--- src/verilog/cpu_arch_pkg.sv ---
package cpu_arch_pkg;

    localparam int DATA_W = 32;
    localparam int WORD_W = 16;
    localparam int ADDR_W = 12;
    localparam int SP_W   = 10;
    localparam int REG_AW = 3;

    localparam logic [ADDR_W-SP_W-1:0] STACK_BASE = '1; // Top 1024 words
    localparam logic [SP_W-1:0]        SP_RESET   = '1;
    localparam int                     LOAD_WORDS = 128;
    localparam logic [ADDR_W-1:0]      START_ADDR = '0;
    localparam logic [REG_AW-1:0]      COND_REG   = 3'd5; // Tested by conditional jumps

    typedef enum logic [2:0] {
        ST_LOAD,
        ST_FETCH,
        ST_EXEC,
        ST_READ_HI,
        ST_READ_LO,
        ST_RET_JUMP,
        ST_WRITE,
        ST_HALT
    } state_e;

endpackage

--- src/verilog/cpu_isa_pkg.sv ---
package cpu_isa_pkg;

    localparam int CLASS_BIT = 15; // 1 selects branch format
    localparam int MAJ_HI    = 14;
    localparam int MAJ_LO    = 11;
    localparam int COND_HI   = 14;
    localparam int COND_LO   = 12;
    localparam int TGT_HI    = 11;
    localparam int TGT_LO    = 0;
    localparam int RD_HI     = 10;
    localparam int RD_LO     = 8;
    localparam int RS0_HI    = 7;
    localparam int RS0_LO    = 5;
    localparam int RS1_HI    = 4;
    localparam int RS1_LO    = 2;
    localparam int MIN_HI    = 4;
    localparam int MIN_LO    = 0;
    localparam int FN_HI     = 1;
    localparam int FN_LO     = 0;
    localparam int IMM_HI    = 7;
    localparam int IMM_LO    = 0;

    typedef enum logic [3:0] {
        MJ_MISC, MJ_ALU_RR, MJ_LOGIC_RR, MJ_STORE,
        MJ_MOVLL, MJ_MOVLH, MJ_MOVHL, MJ_MOVHH,
        MJ_ADDB, MJ_SUBB
    } major_e;

    typedef enum logic [4:0] {
        MN_END    = 5'b00000, MN_RET    = 5'b00001, MN_NOP    = 5'b00011,
        MN_OUT    = 5'b01100, MN_PUSHL  = 5'b01101, MN_PUSHH  = 5'b01110,
        MN_MOV    = 5'b10000, MN_NOT    = 5'b10001, MN_NEG    = 5'b10010,
        MN_LDRAML = 5'b11000, MN_LDRAMH = 5'b11001,
        MN_POPL   = 5'b11010, MN_POPH   = 5'b11011, MN_MOVD   = 5'b11111
    } minor_e;

    // Signed tests on the condition register
    typedef enum logic [2:0] {
        BR_CALL, BR_JMP, BR_JEZ, BR_JNZ, BR_JAZ, BR_JBZ, BR_JAEZ, BR_JBEZ
    } branch_e;

    typedef enum logic [3:0] {
        ALU_PASS, ALU_ADD, ALU_SUB, ALU_AND, ALU_OR, ALU_XOR,
        ALU_NOT, ALU_NEG, ALU_BYTE_INS
    } alu_op_e;

    typedef enum logic [4:0] {
        IC_WB_ALU, IC_LOAD_L, IC_LOAD_H, IC_POP_L, IC_POP_H, IC_IMM32,
        IC_STORE_L, IC_STORE_H, IC_PUSH_L, IC_PUSH_H, IC_OUT, IC_CALL,
        IC_JUMP, IC_RET, IC_NOP, IC_HALT, IC_ILLEGAL
    } ins_class_e;

endpackage

--- src/verilog/regfile.sv ---
`timescale 1ns/1ns

module regfile (
    input  logic                             CLK,
    input  logic [cpu_arch_pkg::REG_AW-1:0] ra0,
    input  logic [cpu_arch_pkg::REG_AW-1:0] ra1,
    input  logic [cpu_arch_pkg::REG_AW-1:0] wa,
    input  logic [cpu_arch_pkg::DATA_W-1:0] wdata,
    input  logic                             we_h,
    input  logic                             we_l,
    output logic [cpu_arch_pkg::DATA_W-1:0] rd0,
    output logic [cpu_arch_pkg::DATA_W-1:0] rd1
);

    localparam int HW = cpu_arch_pkg::WORD_W;

    logic [cpu_arch_pkg::DATA_W-1:0] regs [2**cpu_arch_pkg::REG_AW];

    always_ff @(posedge CLK) begin
        if (we_h)
            regs[wa][cpu_arch_pkg::DATA_W-1:HW] <= wdata[cpu_arch_pkg::DATA_W-1:HW];
        if (we_l)
            regs[wa][HW-1:0] <= wdata[HW-1:0];
    end

    assign rd0 = regs[ra0];
    assign rd1 = regs[ra1];

endmodule

--- src/verilog/alu.sv ---
`timescale 1ns/1ns

module alu (
    input  cpu_isa_pkg::alu_op_e             op,
    input  logic [cpu_arch_pkg::DATA_W-1:0] arg0,
    input  logic [cpu_arch_pkg::DATA_W-1:0] arg1,
    input  logic [1:0]                       byte_sel,
    input  logic [7:0]                       imm,
    output logic [cpu_arch_pkg::DATA_W-1:0] result
);

    always_comb begin
        result = arg0;
        case (op)
            cpu_isa_pkg::ALU_ADD:      result = arg0 + arg1;
            cpu_isa_pkg::ALU_SUB:      result = arg0 - arg1;
            cpu_isa_pkg::ALU_AND:      result = arg0 & arg1;
            cpu_isa_pkg::ALU_OR:       result = arg0 | arg1;
            cpu_isa_pkg::ALU_XOR:      result = arg0 ^ arg1;
            cpu_isa_pkg::ALU_NOT:      result = ~arg0;
            cpu_isa_pkg::ALU_NEG:      result = -arg0;
            cpu_isa_pkg::ALU_BYTE_INS: result[byte_sel*8 +: 8] = imm; // MOVLL..MOVHH
            default:                   result = arg0; // PASS for MOV and OUT
        endcase
    end

endmodule

--- src/verilog/instr_decode.sv ---
`timescale 1ns/1ns

module instr_decode (
    input  logic [cpu_arch_pkg::WORD_W-1:0] instr,
    output cpu_isa_pkg::ins_class_e          ins_class,
    output cpu_isa_pkg::alu_op_e             alu_op,
    output logic                             use_imm,
    output logic [1:0]                       byte_sel,
    output cpu_isa_pkg::branch_e             branch,
    output logic [cpu_arch_pkg::REG_AW-1:0] ra0,
    output logic [cpu_arch_pkg::REG_AW-1:0] ra1,
    output logic [cpu_arch_pkg::REG_AW-1:0] wa,
    output logic [7:0]                       imm,
    output logic [cpu_arch_pkg::ADDR_W-1:0] target
);

    cpu_isa_pkg::major_e              major;
    cpu_isa_pkg::minor_e              minor;
    logic [1:0]                       fn;
    logic [cpu_arch_pkg::REG_AW-1:0] rd;
    logic [cpu_arch_pkg::REG_AW-1:0] rs0;

    assign major    = cpu_isa_pkg::major_e'(instr[cpu_isa_pkg::MAJ_HI:cpu_isa_pkg::MAJ_LO]);
    assign minor    = cpu_isa_pkg::minor_e'(instr[cpu_isa_pkg::MIN_HI:cpu_isa_pkg::MIN_LO]);
    assign branch   = cpu_isa_pkg::branch_e'(instr[cpu_isa_pkg::COND_HI:cpu_isa_pkg::COND_LO]);
    assign fn       = instr[cpu_isa_pkg::FN_HI:cpu_isa_pkg::FN_LO];
    assign rd       = instr[cpu_isa_pkg::RD_HI:cpu_isa_pkg::RD_LO];
    assign rs0      = instr[cpu_isa_pkg::RS0_HI:cpu_isa_pkg::RS0_LO];
    assign ra1      = instr[cpu_isa_pkg::RS1_HI:cpu_isa_pkg::RS1_LO];
    assign imm      = instr[cpu_isa_pkg::IMM_HI:cpu_isa_pkg::IMM_LO];
    assign target   = instr[cpu_isa_pkg::TGT_HI:cpu_isa_pkg::TGT_LO];
    assign byte_sel = instr[cpu_isa_pkg::MAJ_LO+1:cpu_isa_pkg::MAJ_LO]; // Low bits of MOVxx
    assign wa       = rd;

    always_comb begin
        ins_class = cpu_isa_pkg::IC_ILLEGAL;
        alu_op    = cpu_isa_pkg::ALU_PASS;
        use_imm   = 1'b0;
        ra0       = rs0;
        if (instr[cpu_isa_pkg::CLASS_BIT]) begin
            ra0       = cpu_arch_pkg::COND_REG;
            ins_class = (branch == cpu_isa_pkg::BR_CALL) ? cpu_isa_pkg::IC_CALL
                                                         : cpu_isa_pkg::IC_JUMP;
        end else begin
            case (major)
                cpu_isa_pkg::MJ_MISC: begin
                    case (minor)
                        cpu_isa_pkg::MN_END:    ins_class = cpu_isa_pkg::IC_HALT;
                        cpu_isa_pkg::MN_RET:    ins_class = cpu_isa_pkg::IC_RET;
                        cpu_isa_pkg::MN_NOP:    ins_class = cpu_isa_pkg::IC_NOP;
                        cpu_isa_pkg::MN_OUT:    ins_class = cpu_isa_pkg::IC_OUT;
                        cpu_isa_pkg::MN_PUSHL:  ins_class = cpu_isa_pkg::IC_PUSH_L;
                        cpu_isa_pkg::MN_PUSHH:  ins_class = cpu_isa_pkg::IC_PUSH_H;
                        cpu_isa_pkg::MN_MOV:    ins_class = cpu_isa_pkg::IC_WB_ALU;
                        cpu_isa_pkg::MN_NOT: begin
                            ins_class = cpu_isa_pkg::IC_WB_ALU;
                            alu_op    = cpu_isa_pkg::ALU_NOT;
                        end
                        cpu_isa_pkg::MN_NEG: begin
                            ins_class = cpu_isa_pkg::IC_WB_ALU;
                            alu_op    = cpu_isa_pkg::ALU_NEG;
                        end
                        cpu_isa_pkg::MN_LDRAML: ins_class = cpu_isa_pkg::IC_LOAD_L;
                        cpu_isa_pkg::MN_LDRAMH: ins_class = cpu_isa_pkg::IC_LOAD_H;
                        cpu_isa_pkg::MN_POPL:   ins_class = cpu_isa_pkg::IC_POP_L;
                        cpu_isa_pkg::MN_POPH:   ins_class = cpu_isa_pkg::IC_POP_H;
                        cpu_isa_pkg::MN_MOVD:   ins_class = cpu_isa_pkg::IC_IMM32;
                        default:                ins_class = cpu_isa_pkg::IC_ILLEGAL;
                    endcase
                end
                cpu_isa_pkg::MJ_ALU_RR: begin
                    if (fn < 2'd2)
                        ins_class = cpu_isa_pkg::IC_WB_ALU;
                    alu_op = fn[0] ? cpu_isa_pkg::ALU_SUB : cpu_isa_pkg::ALU_ADD;
                end
                cpu_isa_pkg::MJ_LOGIC_RR: begin
                    if (fn != 2'd3)
                        ins_class = cpu_isa_pkg::IC_WB_ALU; // Function 3 unused
                    alu_op = fn[1] ? cpu_isa_pkg::ALU_XOR
                                   : (fn[0] ? cpu_isa_pkg::ALU_OR : cpu_isa_pkg::ALU_AND);
                end
                cpu_isa_pkg::MJ_STORE: begin
                    if (fn == 2'd0)
                        ins_class = cpu_isa_pkg::IC_STORE_L;
                    else if (fn == 2'd1)
                        ins_class = cpu_isa_pkg::IC_STORE_H;
                end
                cpu_isa_pkg::MJ_MOVLL, cpu_isa_pkg::MJ_MOVLH,
                cpu_isa_pkg::MJ_MOVHL, cpu_isa_pkg::MJ_MOVHH: begin
                    ins_class = cpu_isa_pkg::IC_WB_ALU;
                    alu_op    = cpu_isa_pkg::ALU_BYTE_INS;
                    ra0       = rd;
                end
                cpu_isa_pkg::MJ_ADDB, cpu_isa_pkg::MJ_SUBB: begin
                    ins_class = cpu_isa_pkg::IC_WB_ALU;
                    alu_op    = (major == cpu_isa_pkg::MJ_SUBB) ? cpu_isa_pkg::ALU_SUB
                                                                : cpu_isa_pkg::ALU_ADD;
                    use_imm   = 1'b1;
                    ra0       = rd;
                end
                default: ins_class = cpu_isa_pkg::IC_ILLEGAL;
            endcase
        end
    end

endmodule

--- src/verilog/core_control.sv ---
`timescale 1ns/1ns

module core_control (
    input  logic                             CLK,
    input  logic                             rst,
    input  logic                             flash_valid,
    input  logic [cpu_arch_pkg::WORD_W-1:0] flash_data,
    input  logic [cpu_arch_pkg::WORD_W-1:0] ram_q,
    output logic [cpu_arch_pkg::ADDR_W-1:0] ram_addr,
    output logic [cpu_arch_pkg::WORD_W-1:0] ram_wdata,
    output logic                             ram_wren,
    input  cpu_isa_pkg::ins_class_e          ins_class,
    input  cpu_isa_pkg::branch_e             branch,
    input  logic [cpu_arch_pkg::ADDR_W-1:0] target,
    input  logic [cpu_arch_pkg::DATA_W-1:0] rd0,
    input  logic [cpu_arch_pkg::DATA_W-1:0] rd1,
    input  logic [cpu_arch_pkg::DATA_W-1:0] alu_result,
    input  logic [cpu_arch_pkg::REG_AW-1:0] wa_dec,
    output logic [cpu_arch_pkg::REG_AW-1:0] reg_wa,
    output logic [cpu_arch_pkg::DATA_W-1:0] reg_wdata,
    output logic                             reg_we_h,
    output logic                             reg_we_l,
    output logic [cpu_arch_pkg::DATA_W-1:0] out_data,
    output logic                             halted
);

    localparam int AW = cpu_arch_pkg::ADDR_W;
    localparam int WW = cpu_arch_pkg::WORD_W;
    localparam int DW = cpu_arch_pkg::DATA_W;

    cpu_arch_pkg::state_e            state;
    logic [AW-1:0]                   ip;
    logic [AW-1:0]                   ip_inc;
    logic [cpu_arch_pkg::SP_W-1:0]   sp;
    logic [cpu_arch_pkg::SP_W-1:0]   sp_inc;
    logic [cpu_arch_pkg::SP_W-1:0]   sp_dec;
    logic [cpu_arch_pkg::REG_AW-1:0] ld_wa;    // Load destination for READ states
    logic                            ld_imm32;
    logic [AW-1:0]                   wr_addr;
    logic [WW-1:0]                   wr_data;
    logic                            exec_wb;
    logic                            zero;
    logic                            neg;
    logic                            taken;

    assign ip_inc  = ip + 1'b1;
    assign sp_inc  = sp + 1'b1;
    assign sp_dec  = sp - 1'b1;
    assign zero    = (rd0 == '0);
    assign neg     = rd0[DW-1];
    assign exec_wb = (state == cpu_arch_pkg::ST_EXEC) && (ins_class == cpu_isa_pkg::IC_WB_ALU);

    always_comb begin
        case (branch)
            cpu_isa_pkg::BR_JEZ:  taken = zero;
            cpu_isa_pkg::BR_JNZ:  taken = !zero;
            cpu_isa_pkg::BR_JAZ:  taken = !neg && !zero;
            cpu_isa_pkg::BR_JBZ:  taken = neg;
            cpu_isa_pkg::BR_JAEZ: taken = !neg;
            cpu_isa_pkg::BR_JBEZ: taken = neg || zero;
            default:              taken = 1'b1; // JMP
        endcase
    end

    always_comb begin
        ram_addr = ip;
        if (state == cpu_arch_pkg::ST_WRITE)
            ram_addr = wr_addr;
        else if (state == cpu_arch_pkg::ST_EXEC) begin
            case (ins_class)
                cpu_isa_pkg::IC_LOAD_L, cpu_isa_pkg::IC_LOAD_H:
                    ram_addr = rd0[AW-1:0];
                cpu_isa_pkg::IC_POP_L, cpu_isa_pkg::IC_POP_H, cpu_isa_pkg::IC_RET:
                    ram_addr = {cpu_arch_pkg::STACK_BASE, sp_inc};
                cpu_isa_pkg::IC_IMM32:
                    ram_addr = ip_inc; // High word follows the opcode
                default:
                    ram_addr = ip;
            endcase
        end
    end

    assign ram_wdata = (state == cpu_arch_pkg::ST_LOAD) ? flash_data : wr_data;
    assign ram_wren  = ((state == cpu_arch_pkg::ST_LOAD) && flash_valid) ||
                       (state == cpu_arch_pkg::ST_WRITE);

    assign reg_wa    = (state == cpu_arch_pkg::ST_EXEC) ? wa_dec : ld_wa;
    assign reg_wdata = (state == cpu_arch_pkg::ST_EXEC) ? alu_result : {ram_q, ram_q};
    assign reg_we_h  = exec_wb || (state == cpu_arch_pkg::ST_READ_HI);
    assign reg_we_l  = exec_wb || (state == cpu_arch_pkg::ST_READ_LO);
    assign halted    = (state == cpu_arch_pkg::ST_HALT);

    always_ff @(posedge CLK) begin
        if (rst) begin
            state    <= cpu_arch_pkg::ST_LOAD;
            ip       <= '0;
            sp       <= cpu_arch_pkg::SP_RESET;
            out_data <= '0;
        end else begin
            case (state)
                cpu_arch_pkg::ST_LOAD: begin
                    if (flash_valid) begin
                        if (ip == AW'(cpu_arch_pkg::LOAD_WORDS - 1)) begin
                            ip    <= cpu_arch_pkg::START_ADDR;
                            state <= cpu_arch_pkg::ST_FETCH;
                        end else
                            ip <= ip_inc;
                    end
                end
                cpu_arch_pkg::ST_FETCH: state <= cpu_arch_pkg::ST_EXEC;
                cpu_arch_pkg::ST_EXEC: begin
                    ip    <= ip_inc;
                    state <= cpu_arch_pkg::ST_FETCH;
                    case (ins_class)
                        cpu_isa_pkg::IC_LOAD_L: state <= cpu_arch_pkg::ST_READ_LO;
                        cpu_isa_pkg::IC_LOAD_H: state <= cpu_arch_pkg::ST_READ_HI;
                        cpu_isa_pkg::IC_POP_L: begin
                            sp    <= sp_inc;
                            state <= cpu_arch_pkg::ST_READ_LO;
                        end
                        cpu_isa_pkg::IC_POP_H: begin
                            sp    <= sp_inc;
                            state <= cpu_arch_pkg::ST_READ_HI;
                        end
                        cpu_isa_pkg::IC_IMM32: begin
                            ip    <= ip_inc + 1'b1; // Points at the low word
                            state <= cpu_arch_pkg::ST_READ_HI;
                        end
                        cpu_isa_pkg::IC_STORE_L, cpu_isa_pkg::IC_STORE_H:
                            state <= cpu_arch_pkg::ST_WRITE;
                        cpu_isa_pkg::IC_PUSH_L, cpu_isa_pkg::IC_PUSH_H: begin
                            sp    <= sp_dec;
                            state <= cpu_arch_pkg::ST_WRITE;
                        end
                        cpu_isa_pkg::IC_CALL: begin
                            sp    <= sp_dec;
                            ip    <= target;
                            state <= cpu_arch_pkg::ST_WRITE;
                        end
                        cpu_isa_pkg::IC_RET: begin
                            sp    <= sp_inc;
                            state <= cpu_arch_pkg::ST_RET_JUMP;
                        end
                        cpu_isa_pkg::IC_OUT:  out_data <= alu_result;
                        cpu_isa_pkg::IC_JUMP: ip <= taken ? target : ip_inc;
                        cpu_isa_pkg::IC_HALT: state <= cpu_arch_pkg::ST_HALT;
                        default: ; // ALU write-back, NOP and illegal words
                    endcase
                end
                cpu_arch_pkg::ST_READ_HI: begin
                    if (ld_imm32) begin
                        ip    <= ip_inc;
                        state <= cpu_arch_pkg::ST_READ_LO;
                    end else
                        state <= cpu_arch_pkg::ST_FETCH;
                end
                cpu_arch_pkg::ST_RET_JUMP: begin
                    ip    <= ram_q[AW-1:0];
                    state <= cpu_arch_pkg::ST_FETCH;
                end
                cpu_arch_pkg::ST_HALT: state <= cpu_arch_pkg::ST_HALT;
                default: state <= cpu_arch_pkg::ST_FETCH; // READ_LO and WRITE
            endcase
        end
    end

    always_ff @(posedge CLK) begin
        if (state == cpu_arch_pkg::ST_EXEC) begin
            ld_wa    <= wa_dec;
            ld_imm32 <= (ins_class == cpu_isa_pkg::IC_IMM32);
            if (ins_class == cpu_isa_pkg::IC_STORE_L || ins_class == cpu_isa_pkg::IC_STORE_H)
                wr_addr <= rd1[AW-1:0];
            else
                wr_addr <= {cpu_arch_pkg::STACK_BASE, sp};
            case (ins_class)
                cpu_isa_pkg::IC_STORE_H, cpu_isa_pkg::IC_PUSH_H: wr_data <= rd0[DW-1:WW];
                cpu_isa_pkg::IC_CALL: wr_data <= {{(WW-AW){1'b0}}, ip_inc}; // Return address
                default: wr_data <= rd0[WW-1:0];
            endcase
        end
    end

endmodule

--- src/verilog/cpu_core.sv ---
`timescale 1ns/1ns

module cpu_core (
    input  logic                             CLK,
    input  logic                             rst,
    input  logic [cpu_arch_pkg::WORD_W-1:0] ram_q,
    output logic [cpu_arch_pkg::ADDR_W-1:0] ram_addr,
    output logic [cpu_arch_pkg::WORD_W-1:0] ram_wdata,
    output logic                             ram_wren,
    input  logic                             flash_valid,
    input  logic [cpu_arch_pkg::WORD_W-1:0] flash_data,
    output logic [cpu_arch_pkg::DATA_W-1:0] out_data,
    output logic                             halted
);

    localparam int DW = cpu_arch_pkg::DATA_W;

    cpu_isa_pkg::ins_class_e          ins_class;
    cpu_isa_pkg::alu_op_e             alu_op;
    cpu_isa_pkg::branch_e             branch;
    logic                             use_imm;
    logic [1:0]                       byte_sel;
    logic [7:0]                       imm;
    logic [cpu_arch_pkg::ADDR_W-1:0] target;
    logic [cpu_arch_pkg::REG_AW-1:0] ra0;
    logic [cpu_arch_pkg::REG_AW-1:0] ra1;
    logic [cpu_arch_pkg::REG_AW-1:0] wa_dec;
    logic [cpu_arch_pkg::REG_AW-1:0] reg_wa;
    logic [DW-1:0]                    reg_wdata;
    logic                             reg_we_h;
    logic                             reg_we_l;
    logic [DW-1:0]                    rd0;
    logic [DW-1:0]                    rd1;
    logic [DW-1:0]                    alu_arg1;
    logic [DW-1:0]                    alu_result;

    assign alu_arg1 = use_imm ? {{(DW-8){1'b0}}, imm} : rd1; // ADDB and SUBB

    core_control u_core_control (
        .CLK(CLK), .rst(rst),
        .flash_valid(flash_valid), .flash_data(flash_data),
        .ram_q(ram_q), .ram_addr(ram_addr), .ram_wdata(ram_wdata), .ram_wren(ram_wren),
        .ins_class(ins_class), .branch(branch), .target(target),
        .rd0(rd0), .rd1(rd1), .alu_result(alu_result), .wa_dec(wa_dec),
        .reg_wa(reg_wa), .reg_wdata(reg_wdata), .reg_we_h(reg_we_h), .reg_we_l(reg_we_l),
        .out_data(out_data), .halted(halted)
    );

    instr_decode u_instr_decode (
        .instr(ram_q), .ins_class(ins_class), .alu_op(alu_op), .use_imm(use_imm),
        .byte_sel(byte_sel), .branch(branch), .ra0(ra0), .ra1(ra1), .wa(wa_dec),
        .imm(imm), .target(target)
    );

    alu u_alu (
        .op(alu_op), .arg0(rd0), .arg1(alu_arg1),
        .byte_sel(byte_sel), .imm(imm), .result(alu_result)
    );

    regfile u_regfile (
        .CLK(CLK), .ra0(ra0), .ra1(ra1), .wa(reg_wa), .wdata(reg_wdata),
        .we_h(reg_we_h), .we_l(reg_we_l), .rd0(rd0), .rd1(rd1)
    );

endmodule

--- config.mk ---
export PLATFORM = sky130hd
export DESIGN_NAME = cpu_core
export DESIGN_NICKNAME = d
export VERILOG_FILES = /design/src/verilog/cpu_arch_pkg.sv /design/src/verilog/cpu_isa_pkg.sv /design/src/verilog/regfile.sv /design/src/verilog/alu.sv /design/src/verilog/instr_decode.sv /design/src/verilog/core_control.sv /design/src/verilog/cpu_core.sv
export SDC_FILE = /design/constraint.sdc
export NUM_CORES = 1
export LEC_CHECK = 0
export ABC_CLOCK_PERIOD_IN_PS = 6700
export BUFFER_PORTS_ARGS = -buffer_cell sky130_fd_sc_hd__buf_2
export CAP_MARGIN = 20
export CORE_MARGIN = 2
export CORE_UTILIZATION = 58
export CTS_CLUSTER_SIZE = 8
export DETAILED_ROUTE_END_ITERATION = 10
export GPL_TIMING_DRIVEN = 0
export PLACE_DENSITY = 0.78
export SETUP_SLACK_MARGIN = 0.2
export SLEW_MARGIN = 20
export SYNTH_ARGS = -nofsm -noshare
export SYNTH_HDL_FRONTEND = slang
export SYNTH_SLANG_ARGS = --single-unit
--- constraint.sdc ---
create_clock -name CLK -period 6.7 [get_ports CLK]
set_input_delay 0.335 -clock CLK [delete_from_list [all_inputs] [get_ports CLK]]
set_output_delay 0.335 -clock CLK [all_outputs]
set_load 0.05 [all_outputs]
### After elaboration in Yosys (flattened, before gate mapping)

Memories as Yosys holds them, arrays and structs flattened.
Index checks and enable logic that the tools add are counted.

* bits in writable memories: 256
* register bits after elaboration: 89
* output and inout port bits: 62
* input bits: 35
* word-level logic and storage cells: 169
* memories kept: 1

Memory list
* u_regfile.regs: words 8, bits a word 32, rd ports 2, clocked after Yosys merged registers in 0, wr ports 1, RTL line regfile.sv:17 `logic [cpu_arch_pkg::DATA_W-1:0] regs [2**cpu_arch_pkg::REG_AW];`

* bitwise logic cells: 4
* shift-type cells: 2
* eq/ne operators: 63
* muxes and demuxes: 47
* reductions and logical operators: 34
* add/sub/neg operators: 8
* $lt $le $gt $ge: 1

Operator list (count)
* $pmux W32 S8: 1
* $mux W12: 6
* $pmux W12 S3: 2
* $mux W32: 2
* $pmux W5 S12: 1
* $eq A5 B4 Y1 const B: 10
* $pmux W12 S4: 1
* $eq A5 B5 Y1 const B: 8
* $neg A5 Y34: 1
* $shift A8 B34 Y32 const A: 1
* $shiftx A8 B34 Y32: 1
* $add A32 B32 Y32: 1
* $and A32 B32 Y32: 1
* $bwmux W32: 1
* $eq A4 B3 Y1 const B: 8
* $logic_not A32 Y1: 1
* $neg A32 Y32: 1
* $not A32 Y32: 1
* $or A32 B32 Y32: 1
* $pmux W16 S2: 1
* $sub A32 B32 Y32: 1
* $xor A32 B32 Y32: 1
* $pmux W3 S5: 2
* $mux W5: 5
* 44 further kinds: 100

### Logic depth before layout (Yosys ltp)

An unclocked memory read counts as a cell.

* depth in word-level cells: 12
* depth in mapped cells: 28

### Hierarchy

From an unflattened synthesis, not the netlist that was laid out.

* cells, all modules: 2341
* area, all modules: 24990.2 um^2

Modules (own cells, without submodules)
* regfile: times used 1, cells an instance 507, area an instance 11935.2 um^2
* core_control: times used 1, cells an instance 822, area an instance 6273.5 um^2
* alu: times used 1, cells an instance 864, area an instance 5724.2 um^2
* instr_decode: times used 1, cells an instance 113, area an instance 773.2 um^2
* cpu_core: times used 1, cells an instance 35, area an instance 284.0 um^2

### Worst setup path before layout

Ideal clock, no wire load.

* kind: input to register
* start: in ram_q[12] (netlist bit)
* end: mem u_regfile.regs[0][28] (netlist bit), data pin
* stages: 26
* slack: 0.008 ns
* arrival: 6.427 ns
* required time: 6.435 ns
* library setup time: 0.265 ns
* path through: clkbuf_1 > inv_1 > ha_1 > buf_2 > nor3b_1 > a311oi_1 > a2bb2oi_1 > nor3b_1 > and2_1 > clkbuf_1 > clkbuf_1 > nor2_1 > xnor2_1 > ha_1 > nor2b_1 > o21ai_0 > a21oi_1 > o21ai_0 > o21ai_0 > a31oi_1 > or4b_2 > o31a_1 > o221ai_1 > o21ai_0 > a21o_1 > o21ai_0

* longest elaborated chain between the ends: 8
* elaborated cells on any way between the ends: 42
* classes of those cells: add/sub (4); eq/ne (16); shift (2); mux (11); bitwise (4); reduce/logical (4); memory (1)

Ends and longest elaborated chain
* start: declaration: RTL line cpu_core.sv:6 `input logic [cpu_arch_pkg::WORD_W-1:0] ram_q,`
* $eq A4 B3 Y1, or another cell as far along: RTL line instr_decode.sv:45 `case (major)`
* $reduce_or A6 Y1 (no source line) / $reduce_or A2 Y1 (equally long branches)
* $mux W3 / $mux W1 (equally long branches): RTL line instr_decode.sv:45
* $mux W3 / $mux W1 (equally long branches): RTL line instr_decode.sv:40 `if (instr[cpu_isa_pkg::CLASS_BIT]) begin`
* $mem_v2 Z8 W32 / $mux W32 (equally long branches)
* $neg A32 Y32, or another cell as far along: RTL line alu.sv:21 `cpu_isa_pkg::ALU_NEG: result = -arg0;`
* $pmux W32 S8: RTL line alu.sv:14 `case (op)`
* $mux W32 (*): RTL line core_control.sv:88 `assign reg_wdata = (state == cpu_arch_pkg::ST_EXEC) ? alu_result : {ram_q, ram_q};`
* via reg_wdata[28]: RTL line cpu_core.sv:29 `logic [DW-1:0] reg_wdata;`
* end: declaration: RTL line regfile.sv:17

Mark *: on every way through the listed nets, which the timed path passes. The rest lies on a longest branch.

### Worst setup path in the final report

* start: in ram_q[2] (netlist bit)
* end: mem u_regfile.regs[5][30] (netlist bit), data pin

* longest elaborated chain between the ends: 7
* elaborated cells on any way between the ends: 24
* classes of those cells: add/sub (2); eq/ne (10); shift (1); mux (7); bitwise (3); memory (1)

Ends and longest elaborated chain (RTL line)
* branches (longest 5 deep; another with $mem_v2 Z8 W32)
* $pmux W32 S8 (*): alu.sv:14
* $mux W32 (*): core_control.sv:88
* via reg_wdata[30]: cpu_core.sv:29

Mark *: on every way through the listed nets, which the timed path passes.

==> impl_results.md <==
* Post-Layout Cell Count at 3,463
* DP Wirelength at 85,300 um
* Total GRT Usage at 49.7%
* Main combinational cell family by area after synthesis: compound AO/OA/AOI/OAI gates
* 1st-iter DRT viols at 4,931
* Reg2Reg Setup Slack at 0.18 ns
* Post-route ant nets at 0
* Drt pass-1 iters at 7
* Setup CP Type: in -> reg
* Final Max Slew Viols at 0
* Hold Path Cell Cnt at 4
* Mapped Cells at 2,634
* Die W at 214 um
* Leading area contributor after synthesis: edfxtp_1
* Post-Synth Adder-Cell Area at 5.30%
* Pin count of the biggest net entering global routing at 21
* Most common cell in the netlist: edfxtp_1
* Synth Area in Compound Gates at 22.8%
* Synth top area cells: edfxtp_1, mux4_2, ha_1
* Maximum VDD drop at 0.323 mV
* Max-cap violations at 0
* Yosys warns at 0
* DRC at 0
* Reg-to-Reg End: u_regfile.regs[5][30]
* Setup crit end kind: flip-flop
* Worst hold endpoint: u_core_control.state[0]
* Layout area overhead at 15.5%
* Die height at 214 um
* DP Area at 27,200 um^2
* Register Area at 9760 um^2
* Async SR Flop Fraction at 0%
* CTS Root Buffer Type: clkbuf_16
* TritonCTS Sinks at 345
* Syn Nets at 2,777
* Number of CTS-inserted buffers at 50
* Cell Area, Synth at 25,600 um^2
* Overall power at 6.75 mW
* Final worst setup slack at 0.149 ns
* Fill cells at 3,333
* Worst EP required at 7.01 ns
* First-pass GRT wire length at 167,000 um
* # IOs at 97
* Crit start category: input pin
* Place WS at -2.57 ns
* Worst r2r src: u_regfile.regs[5][11]
* Worst Path Max Fanout at 10
* Unrepaired setup endpoints after global routing: true
* Initial Utilization at 58.4%
* Post-layout min period at 6.55 ns
* Area of the multi-input gates at 15,200 um^2
* Cell row count at 77
* Post-route cell area at 29,600 um^2
* Post-synthesis average cell area at 9.73 um^2
* Via-to-Cell Ratio at 7.59
* Clk buf depth at 3
* Post-synth EDFFs at 285
* Final period util at 97.8%
* R2r worst-path depth at 21
* Final Skew at 0.0646 ns
* Vias in the first global route at 24,500
* Yosys cell types at 100
* WL/cell at 33.9 um
* Placed Instances at 3,336
* Gr ovfl total at 0
* F_max at 0.153 GHz
* Least-Margin Pin Slew at 1.30 ns
* Register bit total from synthesis at 345
* Max H-tree Level at 2
* Simple-gate portion of the synthesized area at 15.0%
* Top_reg_cell synth: edfxtp_1
* Layout cells sized above 1 at 20.2%
* Synth Area in XOR/XNOR at 3.28%
* Mux contribution to synthesized area at 10.3%
* Worst min path class: in -> reg
* # setup viols final at 0
* Sequential area share after synthesis at 38.1%
* CTS tree: yes
* Initial antenna violation count at 3
* CP arrival at 6.86 ns
* PD cells at 228 nW/um^2
* Port bufs at 90
* Synth top area share at 33.4%
* Die ar. at 45,900 um^2
* Commonest cells in the netlist: edfxtp_1, nand2_1, o21ai_0
* Worst hold slack at 0.140 ns
* Post-Route WL at 118,000 um
* Outcome: finished clean
* Leak at 10.7 nW
* CTS clk-pin slew, worst paths at 0.05 ns
* Post-Route Setup TNS at 0 ns
* Final Hold Vio Count at 0
* Routability cong. at 1.06
* Hold Crit Start: flash_valid
* Worst slew margin at 13.4%
* Via count at 26,300
* Core area at 43,900 um^2
* Skew-Pair Late Insertion Delay at 0.66 ns
* Layout net count at 2,983
* Layout Utilization at 67.4%
[how the worst max path moves through the flow]
| stage | from | endpoint | slack, ns | cells after the start |
|---|---|---|---|---|
| floorplan | ram_q[12] | u_regfile.regs[0][28] | 0.33 | 26 |
| global placement | ram_q[11] | u_regfile.regs[5][29] | -2.78 | 23 |
| detailed placement | ram_q[11] | u_regfile.regs[4][28] | -2.57 | 25 |
| CTS | ram_q[12] | u_regfile.regs[1][19] | 0.19 | 27 |
| global route | ram_q[11] | u_regfile.regs[7][31] | 0.06 | 29 |
| finish | ram_q[2] | u_regfile.regs[5][30] | 0.15 | 23 |
[state kept, by name (all words and copies together) (netlist names)]
register / cells
u_core_control.wr_addr: 12
u_core_control.wr_data: 16
u_regfile.regs: 256
u_core_control.sp: 10
u_core_control.ip: 12
u_core_control.ld_imm32: 1
u_core_control.ld_wa: 3
u_core_control.state: 3
u_core_control.out_data: 32
[repair_timing]
action	4_1_cts	5_1_grt
setup endpoints to repair	241	206
hold buffers	0	0
buffers inserted	19	24
resized for setup	109	100
pin swaps	14	16
[critical path, stage by stage]
cell and delay (ns):
clkbuf_1 0.27, clkbuf_4 0.35, buf_2 0.39, clkbuf_2 0.41, mux4_2 0.36, mux2i_1 0.41, nor2_1 0.31, nor4_4 0.39
nand3_2 0.24, o31ai_2 0.26, xnor2_1 0.15, ha_1 0.33, a21o_1 0.21, a21o_1 0.22, a21oi_1 0.21, o21ai_0 0.13
a211o_1 0.32, a31oi_2 0.22, o21ai_1 0.19, and3_1 0.20, or4_1 0.56, nand3_1 0.19, nand2_2 0.18
[layout by cell type, fill, tap and decap left out, types with 24 or more instances in the layout]
| cell | Yosys | final |
|---|---|---|
| mux2_2 | 38 | 38 |
| o31a_1 | 59 | 59 |
| a211oi_1 | 92 | 90 |
| clkbuf_16 | 0 | 51 |
| nand3_1 | 56 | 53 |
| nand4_1 | 44 | 44 |
| dfxtp_1 | 60 | 60 |
| clkbuf_1 | 131 | 124 |
| mux4_2 | 64 | 64 |
| a21oi_1 | 174 | 170 |
| inv_1 | 95 | 92 |
| o211ai_1 | 26 | 26 |
| buf_4 | 7 | 55 |
| ha_1 | 107 | 105 |
| xnor2_1 | 73 | 72 |
| o31ai_1 | 48 | 43 |
| nor3_1 | 40 | 37 |
| o221ai_1 | 35 | 31 |
| edfxtp_1 | 285 | 285 |
| nand2_1 | 219 | 215 |
| mux2i_1 | 76 | 66 |
| o21ai_0 | 180 | 137 |
| buf_6 | 11 | 25 |
| buf_2 | 54 | 140 |
| nor2_1 | 179 | 161 |
| o21ai_2 | 0 | 24 |
| nand2b_1 | 30 | 30 |
[area by class of cell]
class	instances	share of cell area, %
Buffer	215	3.65
Multi-Input combinational cell	1977	51.3
Inverter	97	1.23
Timing Repair Buffer	154	3.42
Tap cell	592	2.50
Sequential cell	345	33.0
Clock buffer	77	4.71
Clock inverter	4	0.207
Antenna cell	2	0.0169
[cells by family after synthesis]
group	after synthesis
and+or+nand+nor	740
muxes	179
xor gates and xnor gates	93
AOI/OAI and AO/OA	857
adders and majority gates	108
buffers and inverters	312
DFF	345
[power breakdown]
group / leakage (nW) / total, mW / internal, mW / switching, mW
logic: 6.93 / 1.98 / 0.620 / 1.36
clock network: 0.701 / 2.43 / 1.42 / 1.01
registers: 3.05 / 2.34 / 2.33 / 0.0106
[per-layer routing]
metal / global-route usage [%] / vias to the layer above / share of wire [%]
li1: - / 10600 / -
met1: 63.8 / 12200 / 35
met2: 70.7 / 2755 / 40
met3: 16.9 / 707 / 16
met4: 34.9 / 0 / 9.3
met5: 0 / - / 0
No activity file was read; power rests on OpenSTA's default activity.
